--- src/rtl/frame_geom_pkg.sv ---
// Frame geometry defaults and counter widths
// for the DMA frame readout path
package frame_geom_pkg;

	// Default frame size, 720p
	localparam int DEF_H_NUM = 1280;
	localparam int DEF_V_NUM = 720;

	// 1280x720 in BGRX needs 230400 words
	localparam int WORD_CNT_W = 18;

	// Colour-bar coordinates
	localparam int X_CNT_W = 9;     // Up to 320 words per line
	localparam int Y_CNT_W = 10;    // Up to 1024 lines

	// Read fsync toward the frame buffer
	localparam int FSYNC_STRETCH = 31;
	localparam int FSYNC_CNT_W   = 6;

endpackage

--- src/rtl/pixel_fmt_pkg.sv ---
// Pixel and bus word types, colour-bar palette
// and RGB565 to BGRX expansion functions
package pixel_fmt_pkg;

	// BGR565 pixel, red in the low bits
	typedef struct packed {
		logic [4:0] b;
		logic [5:0] g;
		logic [4:0] r;
	} pix565_t;

	// 32-bit host pixel
	typedef struct packed {
		logic [7:0] x;    // Fixed pad byte
		logic [7:0] r;
		logic [7:0] g;
		logic [7:0] b;
	} bgrx_t;

	typedef logic [127:0] bus_word_t;

	localparam logic [7:0] BGRX_PAD = 8'h08;

	// Bar palette, left to right
	localparam pix565_t BAR_RED     = 16'h001F;
	localparam pix565_t BAR_GREEN   = 16'h07E0;
	localparam pix565_t BAR_BLUE    = 16'hF800;
	localparam pix565_t BAR_YELLOW  = 16'h07FF;
	localparam pix565_t BAR_CYAN    = 16'hFFE0;
	localparam pix565_t BAR_MAGENTA = 16'hF81F;
	localparam pix565_t BAR_WHITE   = 16'hFFFF;
	localparam pix565_t BAR_BLACK   = 16'h0000;

	// Widen each field by repeating its top bits
	function automatic bgrx_t expand_565_to_bgrx(input pix565_t pix);
		bgrx_t px;
		px.x = BGRX_PAD;
		px.r = {pix.r, pix.r[4:2]};
		px.g = {pix.g, pix.g[5:4]};
		px.b = {pix.b, pix.b[4:2]};
		return px;
	endfunction

	function automatic bus_word_t pack_4pix_bgrx(input pix565_t p0, input pix565_t p1,
		input pix565_t p2, input pix565_t p3);
		return {expand_565_to_bgrx(p3), expand_565_to_bgrx(p2),
			expand_565_to_bgrx(p1), expand_565_to_bgrx(p0)};    // p0 in bits 31:0
	endfunction

endpackage

--- src/rtl/dma_frame_session.sv ---
// Read session tracker with fsync stretch,
// BGRX expansion phase and MSI request
`timescale 1ns/1ps

module dma_frame_session #(
	parameter int H_NUM = frame_geom_pkg::DEF_H_NUM,
	parameter int V_NUM = frame_geom_pkg::DEF_V_NUM
) (
	input  logic pclk_div2,
	input  logic core_rst_n,
	input  logic i_mwr_cmd_start,    // DMA restart pulse
	input  logic i_frame_done,       // DMA end of frame pulse
	input  logic i_mwr_rd_clk_en,    // One word consumed
	input  logic i_bgrx_en,
	input  logic i_msi_en,
	input  logic i_msi_grant,
	output logic o_session_active,
	output logic o_session_start,
	output logic o_expand_phase,
	output logic o_rd_fsync,
	output logic o_msi_req
);
	import frame_geom_pkg::*;

	// Last word index of a frame with 8 or 4 pixels per word
	localparam logic [WORD_CNT_W-1:0] LAST_565  = WORD_CNT_W'(H_NUM * V_NUM / 8 - 1);
	localparam logic [WORD_CNT_W-1:0] LAST_BGRX = WORD_CNT_W'(H_NUM * V_NUM / 4 - 1);

	logic                   session_active;
	logic [WORD_CNT_W-1:0]  word_cnt;
	logic [WORD_CNT_W-1:0]  last_word;
	logic [FSYNC_CNT_W-1:0] fsync_cnt;
	logic                   expand_phase;
	logic                   msi_pending;
	logic                   word_taken;

	assign o_session_start = i_mwr_cmd_start & ~session_active;    // Ignored mid-session
	assign last_word = i_bgrx_en ? LAST_BGRX : LAST_565;
	assign word_taken = session_active & i_mwr_rd_clk_en;

	// ==================================================
	// Session, word count, fsync, phase
	// ==================================================
	always_ff @(posedge pclk_div2 or negedge core_rst_n) begin
		if (!core_rst_n) begin
			session_active <= 1'b0;
			word_cnt       <= '0;
			fsync_cnt      <= '0;
			expand_phase   <= 1'b0;
		end else if (i_frame_done) begin
			session_active <= 1'b0;
			word_cnt       <= '0;
			fsync_cnt      <= '0;
			expand_phase   <= 1'b0;
		end else if (o_session_start) begin
			session_active <= 1'b1;
			word_cnt       <= '0;
			fsync_cnt      <= FSYNC_CNT_W'(FSYNC_STRETCH);
			expand_phase   <= 1'b0;
		end else begin
			if (word_taken) begin
				if (word_cnt == last_word) begin
					word_cnt       <= '0;
					session_active <= 1'b0;    // Whole frame consumed
				end else begin
					word_cnt <= word_cnt + 1'b1;
				end
			end
			// Two output words per fetched frame word
			if (word_taken && i_bgrx_en)
				expand_phase <= ~expand_phase;
			if (fsync_cnt != '0)
				fsync_cnt <= fsync_cnt - 1'b1;
		end
	end

	// A new frame end beats the grant
	always_ff @(posedge pclk_div2 or negedge core_rst_n) begin
		if (!core_rst_n)
			msi_pending <= 1'b0;
		else if (i_frame_done)
			msi_pending <= 1'b1;
		else if (i_msi_grant)
			msi_pending <= 1'b0;
	end

	assign o_session_active = session_active;
	assign o_expand_phase   = expand_phase;
	assign o_rd_fsync       = (fsync_cnt != '0);
	assign o_msi_req        = msi_pending & i_msi_en;

	// Mode is held for the whole session, so 565 never sees a half word
	a_phase_565: assert property (@(posedge pclk_div2) disable iff (!core_rst_n)
		!i_bgrx_en |-> !expand_phase)
		else $error("Expansion phase set in 565 mode");

	// A request rises only after a frame end or when MSI gets enabled
	a_msi_en: assert property (@(posedge pclk_div2) disable iff (!core_rst_n)
		$rose(o_msi_req) |-> $past(i_frame_done) || $rose(i_msi_en))
		else $error("MSI request raised without a frame end");

endmodule

--- src/rtl/color_bar_gen.sv ---
// Post-DDR colour-bar pattern
// Word counter, eight vertical bands
`timescale 1ns/1ps

module color_bar_gen #(
	parameter int H_NUM = frame_geom_pkg::DEF_H_NUM,
	parameter int V_NUM = frame_geom_pkg::DEF_V_NUM
) (
	input  logic                     pclk_div2,
	input  logic                     core_rst_n,
	input  logic                     i_session_start,
	input  logic                     i_mwr_rd_clk_en,
	input  logic                     i_bgrx_en,
	output pixel_fmt_pkg::bus_word_t o_pattern_word
);
	import frame_geom_pkg::*;
	import pixel_fmt_pkg::*;

	localparam logic [X_CNT_W-1:0] WPL_565   = X_CNT_W'(H_NUM / 8);
	localparam logic [X_CNT_W-1:0] WPL_BGRX  = X_CNT_W'(H_NUM / 4);
	localparam int                 BAND_PIX  = H_NUM / 8;    // Pixels per bar

	logic [X_CNT_W-1:0] word_x;
	logic [X_CNT_W-1:0] words_per_line;
	logic [X_CNT_W+2:0] pix_x;
	logic [2:0]         band;
	pix565_t            bar_color;

	assign words_per_line = i_bgrx_en ? WPL_BGRX : WPL_565;
	assign pix_x = i_bgrx_en ? {1'b0, word_x, 2'b00} : {word_x, 3'b000};    // First pixel
	assign band = 3'(pix_x / BAND_PIX);

	always_ff @(posedge pclk_div2 or negedge core_rst_n) begin
		if (!core_rst_n) begin
			word_x <= '0;
		end else if (i_session_start) begin
			word_x <= '0;
		end else if (i_mwr_rd_clk_en) begin
			if (word_x == words_per_line - 1'b1)
				word_x <= '0;
			else
				word_x <= word_x + 1'b1;
		end
	end

	always_comb begin
		case (band)
			3'd0:    bar_color = BAR_RED;
			3'd1:    bar_color = BAR_GREEN;
			3'd2:    bar_color = BAR_BLUE;
			3'd3:    bar_color = BAR_YELLOW;
			3'd4:    bar_color = BAR_CYAN;
			3'd5:    bar_color = BAR_MAGENTA;
			3'd6:    bar_color = BAR_WHITE;
			default: bar_color = BAR_BLACK;
		endcase
	end

	// Band colour of the first pixel fills the whole word
	assign o_pattern_word = i_bgrx_en ? {4{expand_565_to_bgrx(bar_color)}} : {8{bar_color}};

	a_coord_range: assert property (@(posedge pclk_div2) disable iff (!core_rst_n)
		word_x < words_per_line)
		else $error("Pattern word index beyond the end of the line");

endmodule

--- src/rtl/mwr_word_mux.sv ---
// DMA word selection with BGRX expansion, frame word hold,
// fetch enable and stream ready gating
`timescale 1ns/1ps

module mwr_word_mux (
	input  logic                     pclk_div2,
	input  logic                     i_mwr_rd_clk_en,
	input  logic                     i_bgrx_en,
	input  logic                     i_pattern_en,
	input  logic                     i_expand_phase,
	input  logic                     i_session_active,
	input  pixel_fmt_pkg::bus_word_t i_frame_rd_data,
	input  logic                     i_frame_rd_ready,
	input  pixel_fmt_pkg::bus_word_t i_pattern_word,
	input  logic                     i_slave2_tready_raw,
	output pixel_fmt_pkg::bus_word_t o_mwr_rd_data,
	output logic                     o_frame_rd_fetch_en,
	output logic                     o_slave2_tready
);
	import pixel_fmt_pkg::*;

	bus_word_t frame_hold;    // Upper pixels wait here for phase 1
	bus_word_t bgrx_lo;
	bus_word_t bgrx_hi;
	bus_word_t frame_word;

	// In BGRX mode a new frame word is needed every other DMA word
	assign o_frame_rd_fetch_en = i_mwr_rd_clk_en & (~i_bgrx_en | ~i_expand_phase);

	always_ff @(posedge pclk_div2) begin
		if (o_frame_rd_fetch_en)
			frame_hold <= i_frame_rd_data;
	end

	assign bgrx_lo = pack_4pix_bgrx(i_frame_rd_data[15:0], i_frame_rd_data[31:16],
		i_frame_rd_data[47:32], i_frame_rd_data[63:48]);
	assign bgrx_hi = pack_4pix_bgrx(frame_hold[79:64], frame_hold[95:80],
		frame_hold[111:96], frame_hold[127:112]);

	always_comb begin
		if (!i_bgrx_en)
			frame_word = i_frame_rd_data;    // 565 pass-through
		else if (i_expand_phase)
			frame_word = bgrx_hi;
		else
			frame_word = bgrx_lo;
	end

	assign o_mwr_rd_data = i_pattern_en ? i_pattern_word : frame_word;

	// Frame buffer readiness only matters inside a session
	assign o_slave2_tready = i_slave2_tready_raw & (i_frame_rd_ready | ~i_session_active);

endmodule

--- src/rtl/frame_dma_source.sv ---
// Frame readout source for the PCIe DMA engine
// Session tracker, colour-bar generator and word mux
`timescale 1ns/1ps

module frame_dma_source #(
	parameter int H_NUM = frame_geom_pkg::DEF_H_NUM,    // Multiple of 32
	parameter int V_NUM = frame_geom_pkg::DEF_V_NUM
) (
	input  logic                     pclk_div2,
	input  logic                     core_rst_n,
	// DMA engine
	input  logic                     i_mwr_cmd_start,
	input  logic                     i_frame_done,
	input  logic                     i_mwr_rd_clk_en,
	output pixel_fmt_pkg::bus_word_t o_mwr_rd_data,
	// Frame buffer
	input  pixel_fmt_pkg::bus_word_t i_frame_rd_data,
	input  logic                     i_frame_rd_ready,
	output logic                     o_frame_rd_fetch_en,
	output logic                     o_rd_fsync,
	// PCIe core
	input  logic                     i_slave2_tready_raw,
	input  logic                     i_msi_en,
	input  logic                     i_msi_grant,
	output logic                     o_slave2_tready,
	output logic                     o_msi_req,
	// Format select, static during a session
	input  logic                     i_bgrx_en,
	input  logic                     i_pattern_en
);
	import pixel_fmt_pkg::*;

	logic      session_active;
	logic      session_start;
	logic      expand_phase;
	bus_word_t pattern_word;

	// ==================================================
	// Session control
	// ==================================================
	dma_frame_session #(
		.H_NUM (H_NUM),
		.V_NUM (V_NUM)
	) session_i (
		.pclk_div2        (pclk_div2),
		.core_rst_n       (core_rst_n),
		.i_mwr_cmd_start  (i_mwr_cmd_start),
		.i_frame_done     (i_frame_done),
		.i_mwr_rd_clk_en  (i_mwr_rd_clk_en),
		.i_bgrx_en        (i_bgrx_en),
		.i_msi_en         (i_msi_en),
		.i_msi_grant      (i_msi_grant),
		.o_session_active (session_active),
		.o_session_start  (session_start),
		.o_expand_phase   (expand_phase),
		.o_rd_fsync       (o_rd_fsync),
		.o_msi_req        (o_msi_req)
	);

	// ==================================================
	// Data path
	// ==================================================
	color_bar_gen #(
		.H_NUM (H_NUM),
		.V_NUM (V_NUM)
	) bars_i (
		.pclk_div2       (pclk_div2),
		.core_rst_n      (core_rst_n),
		.i_session_start (session_start),
		.i_mwr_rd_clk_en (i_mwr_rd_clk_en),
		.i_bgrx_en       (i_bgrx_en),
		.o_pattern_word  (pattern_word)
	);

	mwr_word_mux mux_i (
		.pclk_div2           (pclk_div2),
		.i_mwr_rd_clk_en     (i_mwr_rd_clk_en),
		.i_bgrx_en           (i_bgrx_en),
		.i_pattern_en        (i_pattern_en),
		.i_expand_phase      (expand_phase),
		.i_session_active    (session_active),
		.i_frame_rd_data     (i_frame_rd_data),
		.i_frame_rd_ready    (i_frame_rd_ready),
		.i_pattern_word      (pattern_word),
		.i_slave2_tready_raw (i_slave2_tready_raw),
		.o_mwr_rd_data       (o_mwr_rd_data),
		.o_frame_rd_fetch_en (o_frame_rd_fetch_en),
		.o_slave2_tready     (o_slave2_tready)
	);

endmodule

--- config.mk ---
export PLATFORM = sky130hd
export DESIGN_NAME = frame_dma_source
export DESIGN_NICKNAME = d
export VERILOG_FILES = /design/src/rtl/frame_geom_pkg.sv /design/src/rtl/pixel_fmt_pkg.sv /design/src/rtl/dma_frame_session.sv /design/src/rtl/color_bar_gen.sv /design/src/rtl/mwr_word_mux.sv /design/src/rtl/frame_dma_source.sv
export SDC_FILE = /design/constraint.sdc
export NUM_CORES = 1
export LEC_CHECK = 0
export ABC_AREA = 1
export BUFFER_PORTS_ARGS = -buffer_cell sky130_fd_sc_hd__clkbuf_2
export CAP_MARGIN = 20
export CORE_AREA = 3 3 180 94
export CTS_BUF_LIST = sky130_fd_sc_hd__clkbuf_2
export DETAILED_ROUTE_END_ITERATION = 10
export DIE_AREA = 0 0 183 97
export PLACE_DENSITY = 0.78
export SYNTH_ARGS = -nofsm -noshare
export SYNTH_HDL_FRONTEND = slang
export SYNTH_SLANG_ARGS = --single-unit
--- constraint.sdc ---
create_clock -name pclk_div2 -period 4.1 [get_ports pclk_div2]
set_input_delay 0.41 -clock pclk_div2 [delete_from_list [all_inputs] [get_ports pclk_div2]]
set_output_delay 0.41 -clock pclk_div2 [all_outputs]
set_load 0.01 [all_outputs]
After elaboration in Yosys (flattened, before gate mapping):

Cells that the tools add are included.

* register bits: 164
* input port bits: 139
* output and inout bits: 132
* logic and storage cells: 67

* add/subtract/negate cells: 4
* divide/modulo/power cells: 1
* equal/unequal tests: 8
* mux-type cells: 27
* bitwise logic cells: 10
* reductions and logical operators: 10

Operator list (count)
* 2-to-1 mux 128 bit: 3
* 2-to-1 mux 120 bit: 1
* case mux 16 bit (7 select lines): 1
* 2-to-1 mux 18 bit: 5
* 2-to-1 mux 9 bit: 4
* divider 12 x 8 -> 32 bit (second input constant): 1
* adder 18 x 1 -> 18 bit (second input constant): 1
* equality test 18 bit: 1
* 2-to-1 mux 6 bit: 3
* 2-to-1 mux 12 bit: 1
* nonzero test 3 bit: 4
* adder 9 x 1 -> 9 bit (second input constant): 1
* equality test 3 bit (second input constant): 3
* equality test 9 bit: 1
* 2-to-1 mux 1 bit: 9
* subtractor 9 x 1 -> 9 bit (second input constant): 1
* equality test 3 x 2 -> 1 bit (second input constant): 2
* nonzero test 6 bit: 1
* subtractor 6 x 1 -> 6 bit (second input constant): 1
* bitwise AND 1 bit: 5
* nonzero test 2 bit: 2
* equality test 3 x 1 -> 1 bit (second input constant): 1
* zero test 3 bit: 1
* NOT 1 bit: 3
* other kinds (3): 4

Depth between registers and ports, before layout:

* depth in word-level cells: 6
* depth in mapped cells: 30
* mapped depth without buffers: 28

Modules after synthesis:

From an unflattened synthesis, not the netlist that was laid out.

* cells, all modules: 1447
* area, all modules: 9173.8 um^2

Modules (own cells, without submodules)
* mwr_word_mux: instances 1, cells an instance 902, area an instance 5371.4 um^2, seq. area each 1921.8 um^2
* color_bar_gen: instances 1, cells an instance 322, area an instance 2150.8 um^2, seq. area each 225.2 um^2
* dma_frame_session: instances 1, cells an instance 223, area an instance 1651.6 um^2, seq. area each 675.6 um^2

Worst setup path after synthesis:

Ideal clock, no wire load.

* kind: reg-to-reg
* start: register session_i.expand_phase, in the netlist session_i.o_expand_phase
* end: register mux_i.frame_hold[100] (enable)
* setup time: 514 ps
* arrival: 4039 ps
* data required time: 3586 ps
* slack: -453 ps
* cell stages (with the launch flop): 4
* path buffers: 2
* period minus slack after synthesis: 4553 ps
* cell sequence: dfrtp_1 > clkbuf_1 > clkbuf_1 > a21oi_1

* word-level cells in the longest chain between the ends: 3

RTL lines
* start: declaration: RTL line dma_frame_session.sv:33 `logic expand_phase;`
* start signal: assignment: RTL line dma_frame_session.sv:71 `expand_phase <= ~expand_phase;`
* NOT 1 bit: RTL line mwr_word_mux.sv:28 `assign o_frame_rd_fetch_en = i_mwr_rd_clk_en & (~i_bgrx_en | ~i_expand_phase);`
* bitwise OR 1 bit: RTL line mwr_word_mux.sv:28
* bitwise AND 1 bit: RTL line mwr_word_mux.sv:28
* via o_frame_rd_fetch_en: RTL line frame_dma_source.sv:19 `output logic o_frame_rd_fetch_en,`
* end signal: assignment: RTL line mwr_word_mux.sv:32 `frame_hold <= i_frame_rd_data;`
* end: declaration: RTL line mwr_word_mux.sv:22 `bus_word_t frame_hold;`

The timed path passes the listed nets, and every way through them passes these cells.
A chain may end at the register's enable or synchronous reset.

Worst setup path after layout:

* start: register bars_i.word_x[8]
* end: output port o_mwr_rd_data[20]

* word-level cells in the longest chain between the ends: 6
* elaborated cells between the ends (all ways): 12
* classes of those cells: 1 x div; 6 x eq/ne; 4 x mux; 1 x reduce/logical

RTL lines
* start: declaration: RTL line color_bar_gen.sv:23 `logic [X_CNT_W-1:0] word_x;`
* start signal: assignment: RTL line color_bar_gen.sv:42 `word_x <= word_x + 1'b1;`
* 2-to-1 mux 12 bit (*): RTL line color_bar_gen.sv:30 `assign pix_x = i_bgrx_en ? {1'b0, word_x, 2'b00} : {word_x, 3'b000};`
* divider 12 x 8 -> 32 bit (*): RTL line color_bar_gen.sv:31 `assign band = 3'(pix_x / BAND_PIX);`
* equality test 3 bit, or another cell as far along: RTL line color_bar_gen.sv:47 `case (band)`
* case mux 16 bit (7 select lines) (*): RTL line color_bar_gen.sv:47
* 2-to-1 mux 128 bit (*): RTL line color_bar_gen.sv:60 `assign o_pattern_word = i_bgrx_en ? {4{expand_565_to_bgrx(bar_color)}} : {8{bar_color}};`
* 2-to-1 mux 128 bit (*): RTL line mwr_word_mux.sv:49 `assign o_mwr_rd_data = i_pattern_en ? i_pattern_word : frame_word;`
* end: declaration: RTL line frame_dma_source.sv:15 `output pixel_fmt_pkg::bus_word_t o_mwr_rd_data,`

Mark *: on every way between the ends. The rest lies on a longest branch, timed or not.

==> flow_summary.json <==
{
  "finClkSkew_ns": 0.0284,
  "synth-edff-count": 64,
  "routed.top_layer": "met5",
  "crit_top_cell": "nand2_2",
  "hp-class": "in -> reg",
  "cts_buffer_depth": 2,
  "wl_met2_mm": 13.5,
  "crit_path_top_delay_cell": "dfrtp_1",
  "crit_fanout": 20,
  "dr_wl_met3_mm": 2.34,
  "setup_violations": 128,
  "cts_tree": "yes",
  "io_pins": 271,
  "worstSetupPathType": "reg -> out",
  "ir_worst_vdd_uv": 157,
  "cts-buffers-inserted": 9,
  "grt_pass1_vias": 7846,
  "slew_viol_final": 0,
  "dr.pass1.iters": 6,
  "ys_ff_latch": 100,
  "maxCapViolCount": 0,
  "synthFlopType": "edfxtp_1",
  "avgViaCountPerCell": 5.62,
  "hold_viol": 0,
  "cp.arrival_ns": 4.28,
  "end_kind": "output pin",
  "area_growth_pct": 46.8,
  "fp.dieW_um": 183,
  "critPathLaunchType": "register",
  "nets": 1426,
  "cts.clk_slew.worst_paths_ns": 0.30,
  "clk_latency_ns": 0.59,
  "grt_pass1_wl_mm": 39.2,
  "wl_per_cell_um": 18.4,
  "start_util_pct": 46.2,
  "drt-met1-wl_mm": 10.0,
  "ys_warn_count": 0,
  "fmax_ghz": 0.213,
  "die_area_um2": 17800,
  "yosysMostFrequentCell": "nand2_1",
  "tightest_slew_ns": 1.13,
  "yosysSeqAreaShare_pct": 39.8,
  "dieHeight_um": 97,
  "synth_nets": 1074,
  "powerDensity_nw_per_um2": 242,
  "grtUsageTotal_pct": 27.1,
  "cts_root_buf": "clkbuf_2",
  "synth_cell_types": 52,
  "numPortBuffers": 270,
  "synth_top_area_share_pct": 27.1,
  "htree_levels": 3,
  "vias": 8392,
  "period_minus_slack_ns": 4.69,
  "post-place-cells": 1387,
  "netlist_area_um2": 7100,
  "synth_top_cell_by_area": "edfxtp_1",
  "grt_max_degree": 97,
  "instances_no_fill": 1492,
  "synth_area_leaders": "edfxtp_1 (27%), dfrtp_1 (13%), nand2_1 (13%), inv_1 (5.5%), o21ai_0 (5.3%)",
  "slew_headroom_pct": 24.4,
  "drcViolationCount": 0,
  "status": "finished with violations",
  "leakagePower_uw": 0.00540,
  "antenna_found_initial": 3,
  "critical_path.max_stage_delay_ns": 0.50,
  "design_area_um2": 10400,
  "rows": 32,
  "drt.antenna.violating_nets": 0,
  "synth_common_cells": "nand2_1 (238), inv_1 (104), o21ai_0 (75)",
  "drive_gt1_share_pct": 35.8,
  "finalWeightedCongestion": 0.943,
  "worst_slack_ns": -0.587,
  "hpwlAfterDp_mm": 18.1,
  "clock_sinks": 100,
  "synth-async-reset-ratio_pct": 36.0,
  "grt_overflow_total": 0,
  "syn_inst": 930,
  "grt_setup_unrepaired": "true",
  "wl_mm": 27.5,
  "drtIter0Drc": 745,
  "violations": "negative setup slack",
  "post-route-period-util_pct": 114,
  "required_ns": 3.69,
  "postPlaceCellArea_um2": 8870,
  "fp.coreArea_um2": 15400,
  "syn_avg_cell_area_um2": 7.64
}
-- power by group --
part / leakage, uW / internal [uW] / switching [uW]
clock network: 0.0000720 / 98.7 / 382
logic: 0.00421 / 364 / 501
registers: 0.00111 / 1150 / 26.5
total: 0.00540 / 1610 / 909
-- routing by layer --
| metal | vias to the layer above | track usage (%) |
|---|---|---|
| li1 | 3854 | - |
| met1 | 3886 | 31.4 |
| met2 | 487 | 48.0 |
| met3 | 159 | 6.35 |
| met4 | 6 | 11.4 |
| met5 | - | 0 |
-- layout make-up --
| cell class | instances | area, um2 |
|---|---|---|
| clock inverter | 7 | 67.6 |
| tap | 204 | 255 |
| timing repair buffer | 395 | 2870 |
| fill | 1211 | 4950 |
| sequential | 100 | 2820 |
| multi-input combinational | 662 | 3930 |
| inverter | 114 | 430 |
| antenna | 1 | 2.50 |
| clock buffer | 9 | 45.0 |
-- cells in the final DEF, fill, tap and decap left out, drive strengths merged, types with 11 or more instances in the layout --
cell         synthesis  layout
o22ai               11      11
xor2                11      11
edfxtp              64      64
clkbuf              32     203
o21ai               79      79
dfrtp               36      36
dlygate4sd3          0      67
o211ai              31      31
nand3              103     103
a21oi               17      17
nand4               25      25
nand3b              12      12
o21a                26      26
nor2                60      60
buf                 22     134
inv                111     115
nand2              251     251
-- registers in the layout, summed over array words and instances, names as in the netlist --
register                    count
bars_i.word_x                   9
mux_i.frame_hold               64
session_i.fsync_cnt             6
session_i.msi_pending           1
session_i.o_expand_phase        1
session_i.o_session_active      1
session_i.word_cnt             18
-- stage by stage --
stage               hold slack [ns]  setup WS, ns  total power, uW  util [%]  setup TNS [ns]
CTS                         0.00134        -0.363             2440      63.7          -39.13
global route                0.00115        -0.877             2640      67.8          -99.88
detailed placement            0.509        -0.121             1910      57.7           -7.93
floorplan                     0.114         0.324             1580         -               0
global placement              0.505        0.0526             1900      57.7               0
finish                       0.0727        -0.587             2520      67.8          -62.18
-- worst paths after layout --
| check | startpoint | to | slack (ns) | cells past startpoint |
|---|---|---|---|---|
| max | bars_i.word_x[8]$_DFFE_PN0P_ | o_mwr_rd_data[20] | -0.59 | 26 |
| min | i_frame_rd_data[121] | mux_i.frame_hold[121]$_DFFE_PP_ | 0.07 | 1 |
| max reg2reg | session_i.o_session_active$_DFFE_PN0P_ | session_i.word_cnt[13]$_DFFE_PN0P_ | 1.30 | 10 |
| min reg2reg | session_i.word_cnt[1]$_DFFE_PN0P_ | session_i.word_cnt[1]$_DFFE_PN0P_ | 0.57 | 1 |
| max in group asynchronous | core_rst_n | bars_i.word_x[5]$_DFFE_PN0P_ | 3.12 | 2 |
| min in group asynchronous | core_rst_n | session_i.word_cnt[10]$_DFFE_PN0P_ | 0.40 | 2 |
-- kinds of logic (layout without fill, tap and decap cells) --
group,after synthesis,after routing,synth area share (%)
and+or+nand+nor,468,468,32.5
adders and majority gates,5,5,0.881
buffers and inverters,168,525,9.81
DFF,100,100,39.8
AOI/OAI and AO/OA,178,178,15.7
xor gates and xnor gates,11,11,1.36
other,0,1,0
-- repair_timing --
| action | CTS | global route |
|---|---|---|
| pin swaps | 26 | 9 |
| buffers inserted | 10 | 5 |
| hold buffers | 55 | 12 |
| endpoints found under the hold margin | 89 | 12 |
| endpoints found under the setup margin | 128 | 128 |
| resized for setup | 40 | 169 |
| gates cloned | 2 | 4 |
-- critical path, delay by kind of cell, from the launching register on --
| kind | cells | cell delay (ns) |
|---|---|---|
| flip-flops | 1 | 0.50 |
| AO/OA/AOI/OAI | 1 | 0.23 |
| AND/OR/NAND/NOR | 20 | 2.23 |
| buffers and inverters | 4 | 0.53 |
| adder cells (fa/ha/maj) | 1 | 0.21 |
Power figures use the tool's default switching activity.
